--- config.mk ---
export PLATFORM = sky130hd
export DESIGN_NAME = hyperbus_phy
export DESIGN_NICKNAME = d
export VERILOG_FILES = /design/src/hyperbus_pkg.sv /design/src/hyperbus_cmd_gen.sv /design/src/hyperbus_tx_path.sv /design/src/hyperbus_rx_path.sv /design/src/hyperbus_phy_ctrl.sv /design/src/hyperbus_phy.sv
export SDC_FILE = /design/constraint.sdc
export NUM_CORES = 1
export LEC_CHECK = 0
export BUFFER_PORTS_ARGS = -buffer_cell sky130_fd_sc_hd__buf_2
export CAP_MARGIN = 20
export CORE_AREA = 2 2 94 186
export CTS_BUF_LIST = sky130_fd_sc_hd__clkbuf_2 sky130_fd_sc_hd__clkbuf_4 sky130_fd_sc_hd__clkbuf_8
export CTS_CLUSTER_SIZE = 12
export DETAILED_ROUTE_END_ITERATION = 7
export DIE_AREA = 0 0 96 188
export GPL_ROUTABILITY_DRIVEN = 0
export PLACE_DENSITY = 0.7
export SLEW_MARGIN = 5
export SYNTH_ARGS = -nofsm -noshare
export SYNTH_HDL_FRONTEND = slang
export SYNTH_SLANG_ARGS = --single-unit
--- constraint.sdc ---
create_clock -name clk_i -period 9.4 [get_ports clk_i]
set_input_delay 0.94 -clock clk_i [delete_from_list [all_inputs] [get_ports clk_i]]
set_output_delay 0.94 -clock clk_i [all_outputs]
set_load 0.01 [all_outputs]
--- src/hyperbus_pkg.sv ---
// Fixed HyperRAM memory-space encoding only; a command word is sent most significant byte first.
package hyperbus_pkg;

  // Command-address word as the HyperBus device decodes it.
  typedef struct packed {
    logic        rw;
    logic        addr_space;
    logic        burst_type;
    logic [28:0] addr_upper;
    logic [12:0] reserved;
    logic [2:0]  addr_lower;
  } hb_ca_t;

  // Same word seen as six bytes, bytes[5] leaves the PHY first.
  typedef union packed {
    hb_ca_t          fields;
    logic [5:0][7:0] bytes;
  } hb_ca_u;

  // Write word with byte strobes, strb[1] belongs to data[15:8].
  typedef struct packed {
    logic [15:0] data;
    logic [1:0]  strb;
  } hb_tx_word_t;

  typedef enum logic [2:0] {
    IDLE,
    CMD,
    LATENCY,
    DATA,
    DONE
  } hb_state_e;

endpackage

--- src/hyperbus_cmd_gen.sv ---
// Holds one command, so trans_ready_o reopens once the controller takes it; addresses count words.
`timescale 1ns/1ps

module hyperbus_cmd_gen import hyperbus_pkg::*; #(
  parameter int NR_CS       = 2,
  parameter int BURST_WIDTH = 12
) (
  input  logic                   clk_i,
  input  logic                   rst_n_i,
  input  logic                   trans_valid_i,
  output logic                   trans_ready_o,
  input  logic [31:0]            trans_address_i,
  input  logic [NR_CS-1:0]       trans_cs_i,
  input  logic                   trans_write_i,
  input  logic [BURST_WIDTH-1:0] trans_burst_i,
  input  logic                   cmd_take_i,
  output logic                   cmd_valid_o,
  output hb_ca_u                 ca_o,
  output logic [NR_CS-1:0]       cs_o,
  output logic                   write_o,
  output logic [BURST_WIDTH-1:0] burst_o
);

  logic                   cmd_valid_q;
  logic                   accept;
  hb_ca_u                 ca_q;
  logic [NR_CS-1:0]       cs_q;
  logic                   write_q;
  logic [BURST_WIDTH-1:0] burst_q;

  assign trans_ready_o = ~cmd_valid_q;
  assign accept        = trans_valid_i & trans_ready_o;

  always_ff @(posedge clk_i or negedge rst_n_i) begin
    if (!rst_n_i) begin
      cmd_valid_q <= 1'b0;
    end else if (accept) begin
      cmd_valid_q <= 1'b1;
    end else if (cmd_take_i) begin
      cmd_valid_q <= 1'b0;
    end
  end

  // Linear burst in memory space, rw high for a read.
  always_ff @(posedge clk_i) begin
    if (accept) begin
      ca_q.fields.rw         <= ~trans_write_i;
      ca_q.fields.addr_space <= 1'b0;
      ca_q.fields.burst_type <= 1'b1;
      ca_q.fields.addr_upper <= trans_address_i[31:3];
      ca_q.fields.reserved   <= '0;
      ca_q.fields.addr_lower <= trans_address_i[2:0];
      cs_q                   <= trans_cs_i;
      write_q                <= trans_write_i;
      burst_q                <= trans_burst_i;
    end
  end

  assign cmd_valid_o = cmd_valid_q;
  assign ca_o        = ca_q;
  assign cs_o        = cs_q;
  assign write_o     = write_q;
  assign burst_o     = burst_q;

endmodule

--- src/hyperbus_tx_path.sv ---
// High byte leaves first; a cleared strobe bit raises RWDS, which the device reads as a byte mask.
`timescale 1ns/1ps

module hyperbus_tx_path import hyperbus_pkg::*; (
  input  logic        clk_i,
  input  logic        rst_n_i,
  input  logic        tx_valid_i,
  output logic        tx_ready_o,
  input  logic [15:0] tx_data_i,
  input  logic [1:0]  tx_strb_i,
  input  logic        byte_take_i,
  output logic        byte_valid_o,
  output logic [7:0]  byte_o,
  output logic        mask_o
);

  hb_tx_word_t word_q;
  logic        full_q;
  logic        low_q;
  logic        load;

  // A new word may enter in the cycle its predecessor's low byte is taken.
  assign tx_ready_o = ~full_q | (low_q & byte_take_i);
  assign load       = tx_valid_i & tx_ready_o;

  always_ff @(posedge clk_i or negedge rst_n_i) begin
    if (!rst_n_i) begin
      full_q <= 1'b0;
      low_q  <= 1'b0;
    end else if (load) begin
      full_q <= 1'b1;
      low_q  <= 1'b0;
    end else if (byte_take_i) begin
      full_q <= ~low_q;
      low_q  <= ~low_q;
    end
  end

  always_ff @(posedge clk_i) begin
    if (load) begin
      word_q <= '{data: tx_data_i, strb: tx_strb_i};
    end
  end

  assign byte_valid_o = full_q;
  assign byte_o       = low_q ? word_q.data[7:0] : word_q.data[15:8];
  assign mask_o       = low_q ? ~word_q.strb[0] : ~word_q.strb[1];

endmodule

--- src/hyperbus_rx_path.sv ---
// RX_DEPTH must be a power of two, at least 2; RWDS must be driven and steady when rd_phase_i rises.
`timescale 1ns/1ps

module hyperbus_rx_path #(
  parameter int RX_DEPTH = 4
) (
  input  logic        clk_i,
  input  logic        rst_n_i,
  input  logic        rd_phase_i,
  input  logic        hyper_rwds_i,
  input  logic [7:0]  hyper_dq_i,
  input  logic        rx_ready_i,
  output logic        rx_space_o,
  output logic        rx_valid_o,
  output logic [15:0] rx_data_o
);

  localparam int PTR_W = $clog2(RX_DEPTH);
  localparam int CNT_W = $clog2(RX_DEPTH + 1);

  logic [15:0]      mem_q [RX_DEPTH];
  logic [PTR_W-1:0] wr_ptr_q;
  logic [PTR_W-1:0] rd_ptr_q;
  logic [CNT_W-1:0] count_q;
  logic             rwds_q;
  logic             low_next_q;
  logic [7:0]       high_q;
  logic             rwds_edge;
  logic             push;
  logic             pop;

  // Every RWDS change carries one byte, sampled half a clk_i cycle after it.
  assign rwds_edge = rd_phase_i && (hyper_rwds_i != rwds_q);
  assign push      = rwds_edge && low_next_q;
  assign pop       = rx_valid_o && rx_ready_i;

  assign rx_valid_o = (count_q != '0);
  assign rx_data_o  = mem_q[rd_ptr_q];
  // Two free slots, one for a word still on the bus.
  assign rx_space_o = (count_q < CNT_W'(RX_DEPTH - 1));

  always_ff @(posedge clk_i or negedge rst_n_i) begin
    if (!rst_n_i) begin
      rwds_q     <= 1'b0;
      low_next_q <= 1'b0;
      wr_ptr_q   <= '0;
      rd_ptr_q   <= '0;
      count_q    <= '0;
    end else begin
      rwds_q <= hyper_rwds_i;
      if (!rd_phase_i) begin
        low_next_q <= 1'b0;
      end else if (rwds_edge) begin
        low_next_q <= ~low_next_q;
      end
      if (push) begin
        wr_ptr_q <= wr_ptr_q + 1'b1;
      end
      if (pop) begin
        rd_ptr_q <= rd_ptr_q + 1'b1;
      end
      if (push && !pop) begin
        count_q <= count_q + 1'b1;
      end else if (pop && !push) begin
        count_q <= count_q - 1'b1;
      end
    end
  end

  always_ff @(posedge clk_i) begin
    if (rwds_edge && !low_next_q) begin
      high_q <= hyper_dq_i;
    end
    if (push) begin
      mem_q[wr_ptr_q] <= {high_q, hyper_dq_i};
    end
  end

endmodule

--- src/hyperbus_phy_ctrl.sv ---
// LATENCY_BEATS must be even and bursts at least one word; the bus clock changes on the falling clk_i.
`timescale 1ns/1ps

module hyperbus_phy_ctrl import hyperbus_pkg::*; #(
  parameter int NR_CS         = 2,
  parameter int BURST_WIDTH   = 12,
  parameter int LATENCY_BEATS = 12
) (
  input  logic                   clk_i,
  input  logic                   rst_n_i,
  input  logic                   cmd_valid_i,
  input  hb_ca_u                 ca_i,
  input  logic [NR_CS-1:0]       cs_i,
  input  logic                   write_i,
  input  logic [BURST_WIDTH-1:0] burst_i,
  input  logic                   byte_valid_i,
  input  logic [7:0]             byte_i,
  input  logic                   mask_i,
  input  logic                   rx_space_i,
  output logic                   cmd_take_o,
  output logic                   byte_take_o,
  output logic                   rd_phase_o,
  output hb_state_e              state_o,
  output logic [NR_CS-1:0]       hyper_cs_no,
  output logic                   hyper_ck_o,
  output logic                   hyper_ck_no,
  output logic [7:0]             hyper_dq_o,
  output logic                   hyper_dq_oe_o,
  output logic                   hyper_rwds_o,
  output logic                   hyper_rwds_oe_o,
  output logic                   hyper_reset_no
);

  localparam int BEAT_W = $clog2(LATENCY_BEATS > 6 ? LATENCY_BEATS : 6);

  hb_state_e              state_q;
  logic [BEAT_W-1:0]      beat_q;
  logic [BURST_WIDTH-1:0] words_q;
  hb_ca_u                 ca_q;
  logic                   write_q;
  logic [NR_CS-1:0]       cs_nq;
  logic                   ck_q;
  logic                   reset_q;
  logic                   ck_en;
  logic                   wr_data;

  assign wr_data     = (state_q == DATA) && write_q;
  assign rd_phase_o  = (state_q == DATA) && !write_q;
  assign cmd_take_o  = (state_q == IDLE) && cmd_valid_i;
  assign byte_take_o = wr_data && byte_valid_i;

  // One bus clock edge per clk_i cycle; reads may only stall before a high byte.
  always_comb begin
    unique case (state_q)
      CMD, LATENCY: ck_en = 1'b1;
      DATA:         ck_en = write_q ? byte_valid_i : (beat_q[0] || rx_space_i);
      default:      ck_en = 1'b0;
    endcase
  end

  always_ff @(posedge clk_i or negedge rst_n_i) begin
    if (!rst_n_i) begin
      state_q <= IDLE;
      beat_q  <= '0;
      words_q <= '0;
      write_q <= 1'b0;
      cs_nq   <= '1;
    end else begin
      unique case (state_q)
        IDLE: begin
          if (cmd_valid_i) begin
            state_q <= CMD;
            beat_q  <= '0;
            words_q <= burst_i;
            write_q <= write_i;
            cs_nq   <= ~cs_i;
          end
        end
        CMD: begin
          if (beat_q == BEAT_W'(5)) begin
            state_q <= LATENCY;
            beat_q  <= '0;
          end else begin
            beat_q <= beat_q + 1'b1;
          end
        end
        LATENCY: begin
          if (beat_q == BEAT_W'(LATENCY_BEATS - 1)) begin
            state_q <= DATA;
            beat_q  <= '0;
          end else begin
            beat_q <= beat_q + 1'b1;
          end
        end
        DATA: begin
          // Bit 0 of beat_q selects the low byte of the current word.
          if (ck_en) begin
            beat_q <= beat_q + 1'b1;
            if (beat_q[0]) begin
              words_q <= words_q - 1'b1;
              if (words_q == BURST_WIDTH'(1)) begin
                state_q <= DONE;
                cs_nq   <= '1;
              end
            end
          end
        end
        default: state_q <= IDLE;
      endcase
    end
  end

  always_ff @(posedge clk_i) begin
    if (cmd_take_o) begin
      ca_q <= ca_i;
    end
  end

  // Center-aligned to the data, which changes on the rising clk_i.
  always_ff @(negedge clk_i or negedge rst_n_i) begin
    if (!rst_n_i) begin
      ck_q <= 1'b0;
    end else if (ck_en) begin
      ck_q <= ~ck_q;
    end
  end

  always_ff @(posedge clk_i or negedge rst_n_i) begin
    if (!rst_n_i) begin
      reset_q <= 1'b0;
    end else begin
      reset_q <= 1'b1;
    end
  end

  assign hyper_dq_o      = (state_q == CMD) ? ca_q.bytes[3'd5 - beat_q[2:0]] : byte_i;
  assign hyper_dq_oe_o   = (state_q == CMD) || wr_data;
  assign hyper_rwds_o    = mask_i;
  assign hyper_rwds_oe_o = wr_data;
  assign hyper_cs_no     = cs_nq;
  assign hyper_ck_o      = ck_q;
  assign hyper_ck_no     = ~ck_q;
  assign hyper_reset_no  = reset_q;
  assign state_o         = state_q;

endmodule

--- src/hyperbus_phy.sv ---
// HyperRAM only, fixed latency and linear bursts; tri-state pads and DDR cells sit outside this PHY.
`timescale 1ns/1ps

module hyperbus_phy import hyperbus_pkg::*; #(
  parameter int NR_CS         = 2,
  parameter int BURST_WIDTH   = 12,
  parameter int LATENCY_BEATS = 12,
  parameter int RX_DEPTH      = 4
) (
  input  logic                   clk_i,
  input  logic                   rst_n_i,
  input  logic                   trans_valid_i,
  output logic                   trans_ready_o,
  input  logic [31:0]            trans_address_i,
  input  logic [NR_CS-1:0]       trans_cs_i,
  input  logic                   trans_write_i,
  input  logic [BURST_WIDTH-1:0] trans_burst_i,
  input  logic                   tx_valid_i,
  output logic                   tx_ready_o,
  input  logic [15:0]            tx_data_i,
  input  logic [1:0]             tx_strb_i,
  output logic                   rx_valid_o,
  input  logic                   rx_ready_i,
  output logic [15:0]            rx_data_o,
  output logic [NR_CS-1:0]       hyper_cs_no,
  output logic                   hyper_ck_o,
  output logic                   hyper_ck_no,
  output logic                   hyper_rwds_o,
  input  logic                   hyper_rwds_i,
  output logic                   hyper_rwds_oe_o,
  input  logic [7:0]             hyper_dq_i,
  output logic [7:0]             hyper_dq_o,
  output logic                   hyper_dq_oe_o,
  output logic                   hyper_reset_no
);

  logic                   cmd_valid;
  logic                   cmd_take;
  hb_ca_u                 cmd_ca;
  logic [NR_CS-1:0]       cmd_cs;
  logic                   cmd_write;
  logic [BURST_WIDTH-1:0] cmd_burst;
  logic                   byte_valid;
  logic                   byte_take;
  logic [7:0]             tx_byte;
  logic                   tx_mask;
  logic                   rd_phase;
  logic                   rx_space;

  hyperbus_cmd_gen #(
    .NR_CS       (NR_CS),
    .BURST_WIDTH (BURST_WIDTH)
  ) i_cmd_gen (
    .clk_i           (clk_i),
    .rst_n_i         (rst_n_i),
    .trans_valid_i   (trans_valid_i),
    .trans_ready_o   (trans_ready_o),
    .trans_address_i (trans_address_i),
    .trans_cs_i      (trans_cs_i),
    .trans_write_i   (trans_write_i),
    .trans_burst_i   (trans_burst_i),
    .cmd_take_i      (cmd_take),
    .cmd_valid_o     (cmd_valid),
    .ca_o            (cmd_ca),
    .cs_o            (cmd_cs),
    .write_o         (cmd_write),
    .burst_o         (cmd_burst)
  );

  hyperbus_tx_path i_tx_path (
    .clk_i        (clk_i),
    .rst_n_i      (rst_n_i),
    .tx_valid_i   (tx_valid_i),
    .tx_ready_o   (tx_ready_o),
    .tx_data_i    (tx_data_i),
    .tx_strb_i    (tx_strb_i),
    .byte_take_i  (byte_take),
    .byte_valid_o (byte_valid),
    .byte_o       (tx_byte),
    .mask_o       (tx_mask)
  );

  hyperbus_rx_path #(
    .RX_DEPTH (RX_DEPTH)
  ) i_rx_path (
    .clk_i        (clk_i),
    .rst_n_i      (rst_n_i),
    .rd_phase_i   (rd_phase),
    .hyper_rwds_i (hyper_rwds_i),
    .hyper_dq_i   (hyper_dq_i),
    .rx_ready_i   (rx_ready_i),
    .rx_space_o   (rx_space),
    .rx_valid_o   (rx_valid_o),
    .rx_data_o    (rx_data_o)
  );

  // The state output is left open here and watched by the bound protocol checks.
  hyperbus_phy_ctrl #(
    .NR_CS         (NR_CS),
    .BURST_WIDTH   (BURST_WIDTH),
    .LATENCY_BEATS (LATENCY_BEATS)
  ) i_phy_ctrl (
    .clk_i           (clk_i),
    .rst_n_i         (rst_n_i),
    .cmd_valid_i     (cmd_valid),
    .ca_i            (cmd_ca),
    .cs_i            (cmd_cs),
    .write_i         (cmd_write),
    .burst_i         (cmd_burst),
    .byte_valid_i    (byte_valid),
    .byte_i          (tx_byte),
    .mask_i          (tx_mask),
    .rx_space_i      (rx_space),
    .cmd_take_o      (cmd_take),
    .byte_take_o     (byte_take),
    .rd_phase_o      (rd_phase),
    .state_o         (),
    .hyper_cs_no     (hyper_cs_no),
    .hyper_ck_o      (hyper_ck_o),
    .hyper_ck_no     (hyper_ck_no),
    .hyper_dq_o      (hyper_dq_o),
    .hyper_dq_oe_o   (hyper_dq_oe_o),
    .hyper_rwds_o    (hyper_rwds_o),
    .hyper_rwds_oe_o (hyper_rwds_oe_o),
    .hyper_reset_no  (hyper_reset_no)
  );

endmodule

==> results of run 1 <==
-- cells in the final DEF, fill, tap and decap left out, types with 8 or more instances in the layout --
cell type,n
dfrtp_1,33
ha_1,10
a21oi_1,13
mux2i_1,20
clkbuf_8,27
mux4_2,16
buf_2,113
nor3_1,8
a211oi_1,8
inv_1,13
edfxtp_1,171
nor2_1,18
nand2_1,25
nor2b_1,8
-- flip-flops by register name, indices dropped and copies added, names as in the netlist, 2 cells and up --
name	cells
i_rx_path.high_q	8
i_rx_path.wr_ptr_q	2
i_cmd_gen.ca_o	33
i_phy_ctrl.state_o	3
i_rx_path.mem_q	64
i_cmd_gen.burst_o	12
i_rx_path.count_q	3
i_phy_ctrl.ca_q	33
i_cmd_gen.cs_o	2
i_rx_path.rd_ptr_q	2
i_phy_ctrl.beat_q	4
i_phy_ctrl.words_q	12
i_phy_ctrl.hyper_cs_no	2
i_tx_path.word_q	18
-- critical path: cells and delay by family, from the launching register on --
family,cells,cell delay [ps]
flip-flops,1,750
AND/OR/NAND/NOR,2,530
AO/OA/AOI/OAI,1,480
XOR/XNOR,1,150
-- layer usage --
layer | vias to the layer above | routed length (µm)
met4 | 0 | 557
met1 | 2173 | 5004
li1 | 2128 | -
met2 | 131 | 8091
met5 | - | 0
met3 | 37 | 661
-- cell type report --
class / instances / area share [%]
inverters: 13 / 0.5087
diodes: 2 / 0.05218
well taps: 207 / 2.700
multi-input cells: 238 / 20.65
flip-flops and latches: 207 / 62.95
clock inverters: 18 / 2.257
clock buffers: 32 / 4.266
repair buffers: 119 / 6.614
-- cell families (layout without fill, tap and decap cells) --
family | after synthesis | after routing | synth area share (%)
AND/OR/NAND/NOR | 109 | 109 | 7.450
buffers and inverters | 34 | 182 | 1.720
XOR/XNOR | 10 | 10 | 1.075
multiplexers | 40 | 40 | 7.481
other | 1 | 3 | 0.04604
flip-flops | 207 | 207 | 74.13
AO/OA/AOI/OAI | 67 | 67 | 6.314
adder cells (fa/ha/maj) | 11 | 11 | 1.782
-- worst max path at each step --
stage               cells past startpoint            startpoint  slack, ps                    end
floorplan                               5    i_phy_ctrl.write_q       3210  i_phy_ctrl.hyper_ck_o
detailed placement                      4  i_phy_ctrl.beat_q[0]       2680  i_phy_ctrl.hyper_ck_o
global placement                        4  i_phy_ctrl.beat_q[0]       2790  i_phy_ctrl.hyper_ck_o
global route                            4  i_phy_ctrl.beat_q[0]       2490  i_phy_ctrl.hyper_ck_o
CTS                                     4  i_phy_ctrl.beat_q[0]       2600  i_phy_ctrl.hyper_ck_o
finish                                  4  i_phy_ctrl.beat_q[0]       2600  i_phy_ctrl.hyper_ck_o
-- metrics by stage --
step                      area, µm²  std cells
after CTS                      9548        832
after detailed placement       8922        782
after floorplan                8145        479
after global routing           9592        836
final                          9592        836
after global placement         8922        782
-- power groups by stage --
stage          registers [µW]  clock network (µW)  logic (µW)
3_5_place_dp             1400                   0         803
5_1_grt                  1390                 810         929
6_report                 1370                 748         828
4_1_cts                  1380                 769         806
3_3_place_gp             1390                   0         781
2_1_floorplan            1280                   0         658
==> impl_metrics.toml, run 1 <==
[synth]
yosysSeqAreaShare_pct = 74.13
synthCells = 479
synth.top_cell.area_share_pct = 63.04
async_reset_ff_share_pct = 17.39
synthesis.nets = 569
synth.distinct_cells = 75
ys_seq_elements = 207
synthTopCellsByArea = "edfxtp_1 63%, dfrtp_1 10%, mux4_2 4.4%"
synth_commonest_cells = "171 x edfxtp_1, 33 x dfrtp_1, 25 x nand2_1"
yosys_warnings = 0
synth_edf_count = 171
yosysTopAreaCell = "edfxtp_1"
syn_area_um2 = 8145
syn_avg_cell_area_um2 = 17.00
synth_most_common_cell = "edfxtp_1"
synth_ff_type = "edfxtp_1"

[detailed_routing]
detail-route-antenna-nets = 0
dr.first_iter.drc_count = 241
routed_wl_um = 14310
vias_per_cell = 5.346
firstDrtPassIters = 4
wl_per_cell_um = 17.12
vias = 4469
drc_errors = 0

[clock_network]
cts_setup_buffers = 0
root_buffer = "clkbuf_8"
htree_levels = 1
clk_path_buf_depth = 3
path_clk_slew_ps = 70
clock_sinks = 207
cts_tree = "yes"
cts_buffers = 27
holdBufCountCts = 0
ctsResizeCount = 0
clkLatencyLatePin_ps = 550

[job]
cap_violations = 0

[finish]
multiInputGateArea_um2 = 1981
finalNetCount = 696
synthToLayoutAreaGrowth_pct = 17.76
final_core_util_pct = 57.50
drive_gt1_share_pct = 32.22
fillCellCount = 1279
seq_area_um2 = 6038

[power_and_ir_drop]
p_int_uw = 2008
p_total_uw = 2943
combPwrFrac_pct = 28.1
switching_share_pct = 31.75
irDropWorstVdd_mv = 0.1877
power.share.clock_pct = 25.4
powerDensity_nw_per_um2 = 306.8
p_leak_uw = 0.003550
seqPwrFrac_pct = 46.4
switchingPower_uw = 934.4

[outcome]
status = "complete, no violations"

[setup_path]
rr_startpoint = "i_phy_ctrl.beat_q[0]"
worstRegToRegCells = 4
r2r-end = "i_phy_ctrl.hyper_ck_o"
cp-start-kind = "register"
cp_max_fo = 24
r2r_setup_slack_ps = 2600
end_kind = "register"
cpPeakStageDelay_ps = 750
cp_slowest_cell = "dfrtp_1"
arrival_ps = 2460
critPathRequiredTime_ps = 5060
cp_cell_sequence = "or2_0 > a211oi_1 > nor3_1 > xnor2_1"
critical_path_class = "register to register"

[sta]
rsz0062_at_grt = "false"
maxSlewViolCount = 0
worst_slack_ps = 2602
relSlewSlack_pct = 33.21
setup-violations-final = 0
finalHoldViolCount = 0
hold_ws_ps = 386.3
tns_ps = 0
worst_slew_pin_slew_ps = 1002
skew_ps = 33.76

[placement]
io_buffers = 113
post-dp-hpwl_um = 10130
post-place-ws_ps = 2677

[global_routing]
overflow = 0
met3_usage_pct = 2.732
busiest_layer = "met2"
grtUsageMet2_pct = 29.57
grt_pass1_wl_um = 23160
grt_pass1_vias = 4740
grt.met1_usage_pct = 18.05
gr-usage-all-layers_pct = 16.41
antenna_found_initial = 2
grt_start_max_net_pins = 37

[hold_path]
hold_start = "i_cmd_gen.cs_o[1]"
holdPathStages = 1
timing.hold.worst.class = "register to register"
min_to = "i_phy_ctrl.hyper_cs_no[1]"

[floorplanning]
initial_core_util_pct = 48.83
dieWidth_um = 96
core_um2 = 16680
io_pins = 114
chipHeight_um = 188
num_rows = 67
dieArea_um2 = 18050
No activity file was read; power rests on OpenSTA's default activity.
==> run 2, diff against run 1 <==
- clock period: 9.4 -> 6.6 ns (I/O delays scaled with it)
==> impl_metrics.toml, run 2 (synthesis gave the netlist of run 1 again) <==
[sta]
relSlewSlack_pct = 34.77
setup-violations-final = 0
worst_slew_pin_slew_ps = 978.4
maxSlewViolCount = 0
tns_ps = 0
worst_slack_ps = 1352
skew_ps = 25.50
finalHoldViolCount = 0
hold_ws_ps = 242.1
rsz0062_at_grt = "false"

[floorplanning]
num_rows = 67
initial_core_util_pct = 48.83
chipHeight_um = 188
dieWidth_um = 96
core_um2 = 16680
io_pins = 114
dieArea_um2 = 18050

[hold_path]
timing.hold.worst.class = "primary input to async pin"

[finish]
drive_gt1_share_pct = 33.07
final_cell_mix = "171 x edfxtp_1, 113 x buf_2, 33 x dfrtp_1"
finalNetCount = 697
fillCellCount = 1303
synthToLayoutAreaGrowth_pct = 18.00
largest_reg_flops = 64
regMostFlops = "i_rx_path.mem_q"
final_common_cell = "edfxtp_1"
seq_area_um2 = 6038
multiInputGateArea_um2 = 1981

[job]
cap_violations = 0

[detailed_routing]
wl_per_cell_um = 17.37
firstDrtPassIters = 4
routed_wl_um = 14580
drc_errors = 0
detail-route-antenna-nets = 0
vias = 4531
dr.first_iter.drc_count = 216
vias_per_cell = 5.400

[setup_path]
critical_path_class = "register to register"
r2r_setup_slack_ps = 1350
end_kind = "register"
crit_path_start = "i_phy_ctrl.beat_q[0]"
r2r-end = "i_phy_ctrl.hyper_ck_o"
arrival_ps = 2300
cp_max_fo = 24
cp-start-kind = "register"
endpoint = "i_phy_ctrl.hyper_ck_o"
critPathRequiredTime_ps = 3660
rr_startpoint = "i_phy_ctrl.beat_q[0]"
worstRegToRegCells = 4

[power_and_ir_drop]
combPwrFrac_pct = 28.1
powerDensity_nw_per_um2 = 437.4
p_leak_uw = 0.003574
seqPwrFrac_pct = 46.3
irDropWorstVdd_mv = 0.2354
switchingPower_uw = 1330
power.share.clock_pct = 25.6
switching_share_pct = 31.64
p_int_uw = 2874

[clock_network]
htree_levels = 1
clk_path_buf_depth = 3
path_clk_slew_ps = 70
holdBufCountCts = 0
clkLatencyLatePin_ps = 530
root_buffer = "clkbuf_8"
ctsResizeCount = 0
cts_buffers = 28
cts_setup_buffers = 0
clock_sinks = 207
cts_tree = "yes"

[global_routing]
overflow = 0
gr-usage-all-layers_pct = 16.55
grt_pass1_vias = 4743
grt_pass1_wl_um = 23380
grt_start_max_net_pins = 37
antenna_found_initial = 3

[outcome]
status = "complete, no violations"

[placement]
post-place-ws_ps = 1382
io_buffers = 113
post-dp-hpwl_um = 10260
[run 2: cell type report]
cell class                 count  area share (%)
clock buffer                  37           4.908
antenna                        3         0.07810
sequential                   207           62.82
timing repair buffer         119           6.600
clock inverter                15           1.783
tap                          207           2.695
inverter                      13          0.5077
multi-input combinational    238           20.61
[run 2: worst min-delay path by stage]
stage,startpoint,cells past startpoint,to
after global placement,i_cmd_gen.cs_o[0],1,i_phy_ctrl.hyper_cs_no[0]
final,rst_n_i,2,i_phy_ctrl.words_q[11]
after global routing,hyper_rwds_i,1,i_rx_path.rwds_q
after detailed placement,i_cmd_gen.cs_o[1],1,i_phy_ctrl.hyper_cs_no[1]
after CTS,hyper_rwds_i,1,i_rx_path.rwds_q
after floorplan,rst_n_i,0,i_cmd_gen.cmd_valid_o
[run 2: routing by layer]
| metal | vias to the layer above | routed length (µm) | global-route usage (%) |
|---|---|---|---|
| met2 | 153 | 8144 | 30.64 |
| met5 | - | 0 | 0 |
| li1 | 2135 | - | - |
| met1 | 2207 | 5306 | 18.00 |
| met3 | 36 | 720 | 2.812 |
| met4 | 0 | 406 | 6.538 |
[run 2: worst max-delay path, stage by stage (launching register included)]
cell and delay, ps:
dfrtp_1 740, or2_0 370, a211oi_1 420, nor3_1 110, xnor2_1 140
[run 2: per-stage QoR]
step                area, µm²  total power, µW  utilization [%]  cells
floorplan                8145             2767                -    479
global placement         8922             3087            53.48    782
detailed placement       8922             3137            53.48    782
CTS                      9565             4220            57.34    834
global route             9612             4457            57.62    839
finish                   9612             4204            57.62    839
[run 2: power groups by stage]
stage          Combinational, µW  Clock (µW)  Sequential, µW
3_5_place_dp                1140           0            1990
2_1_floorplan                937           0            1830
6_report                    1180        1080            1950
3_3_place_gp                1110           0            1970
5_1_grt                     1310        1160            1980
4_1_cts                     1150        1110            1970
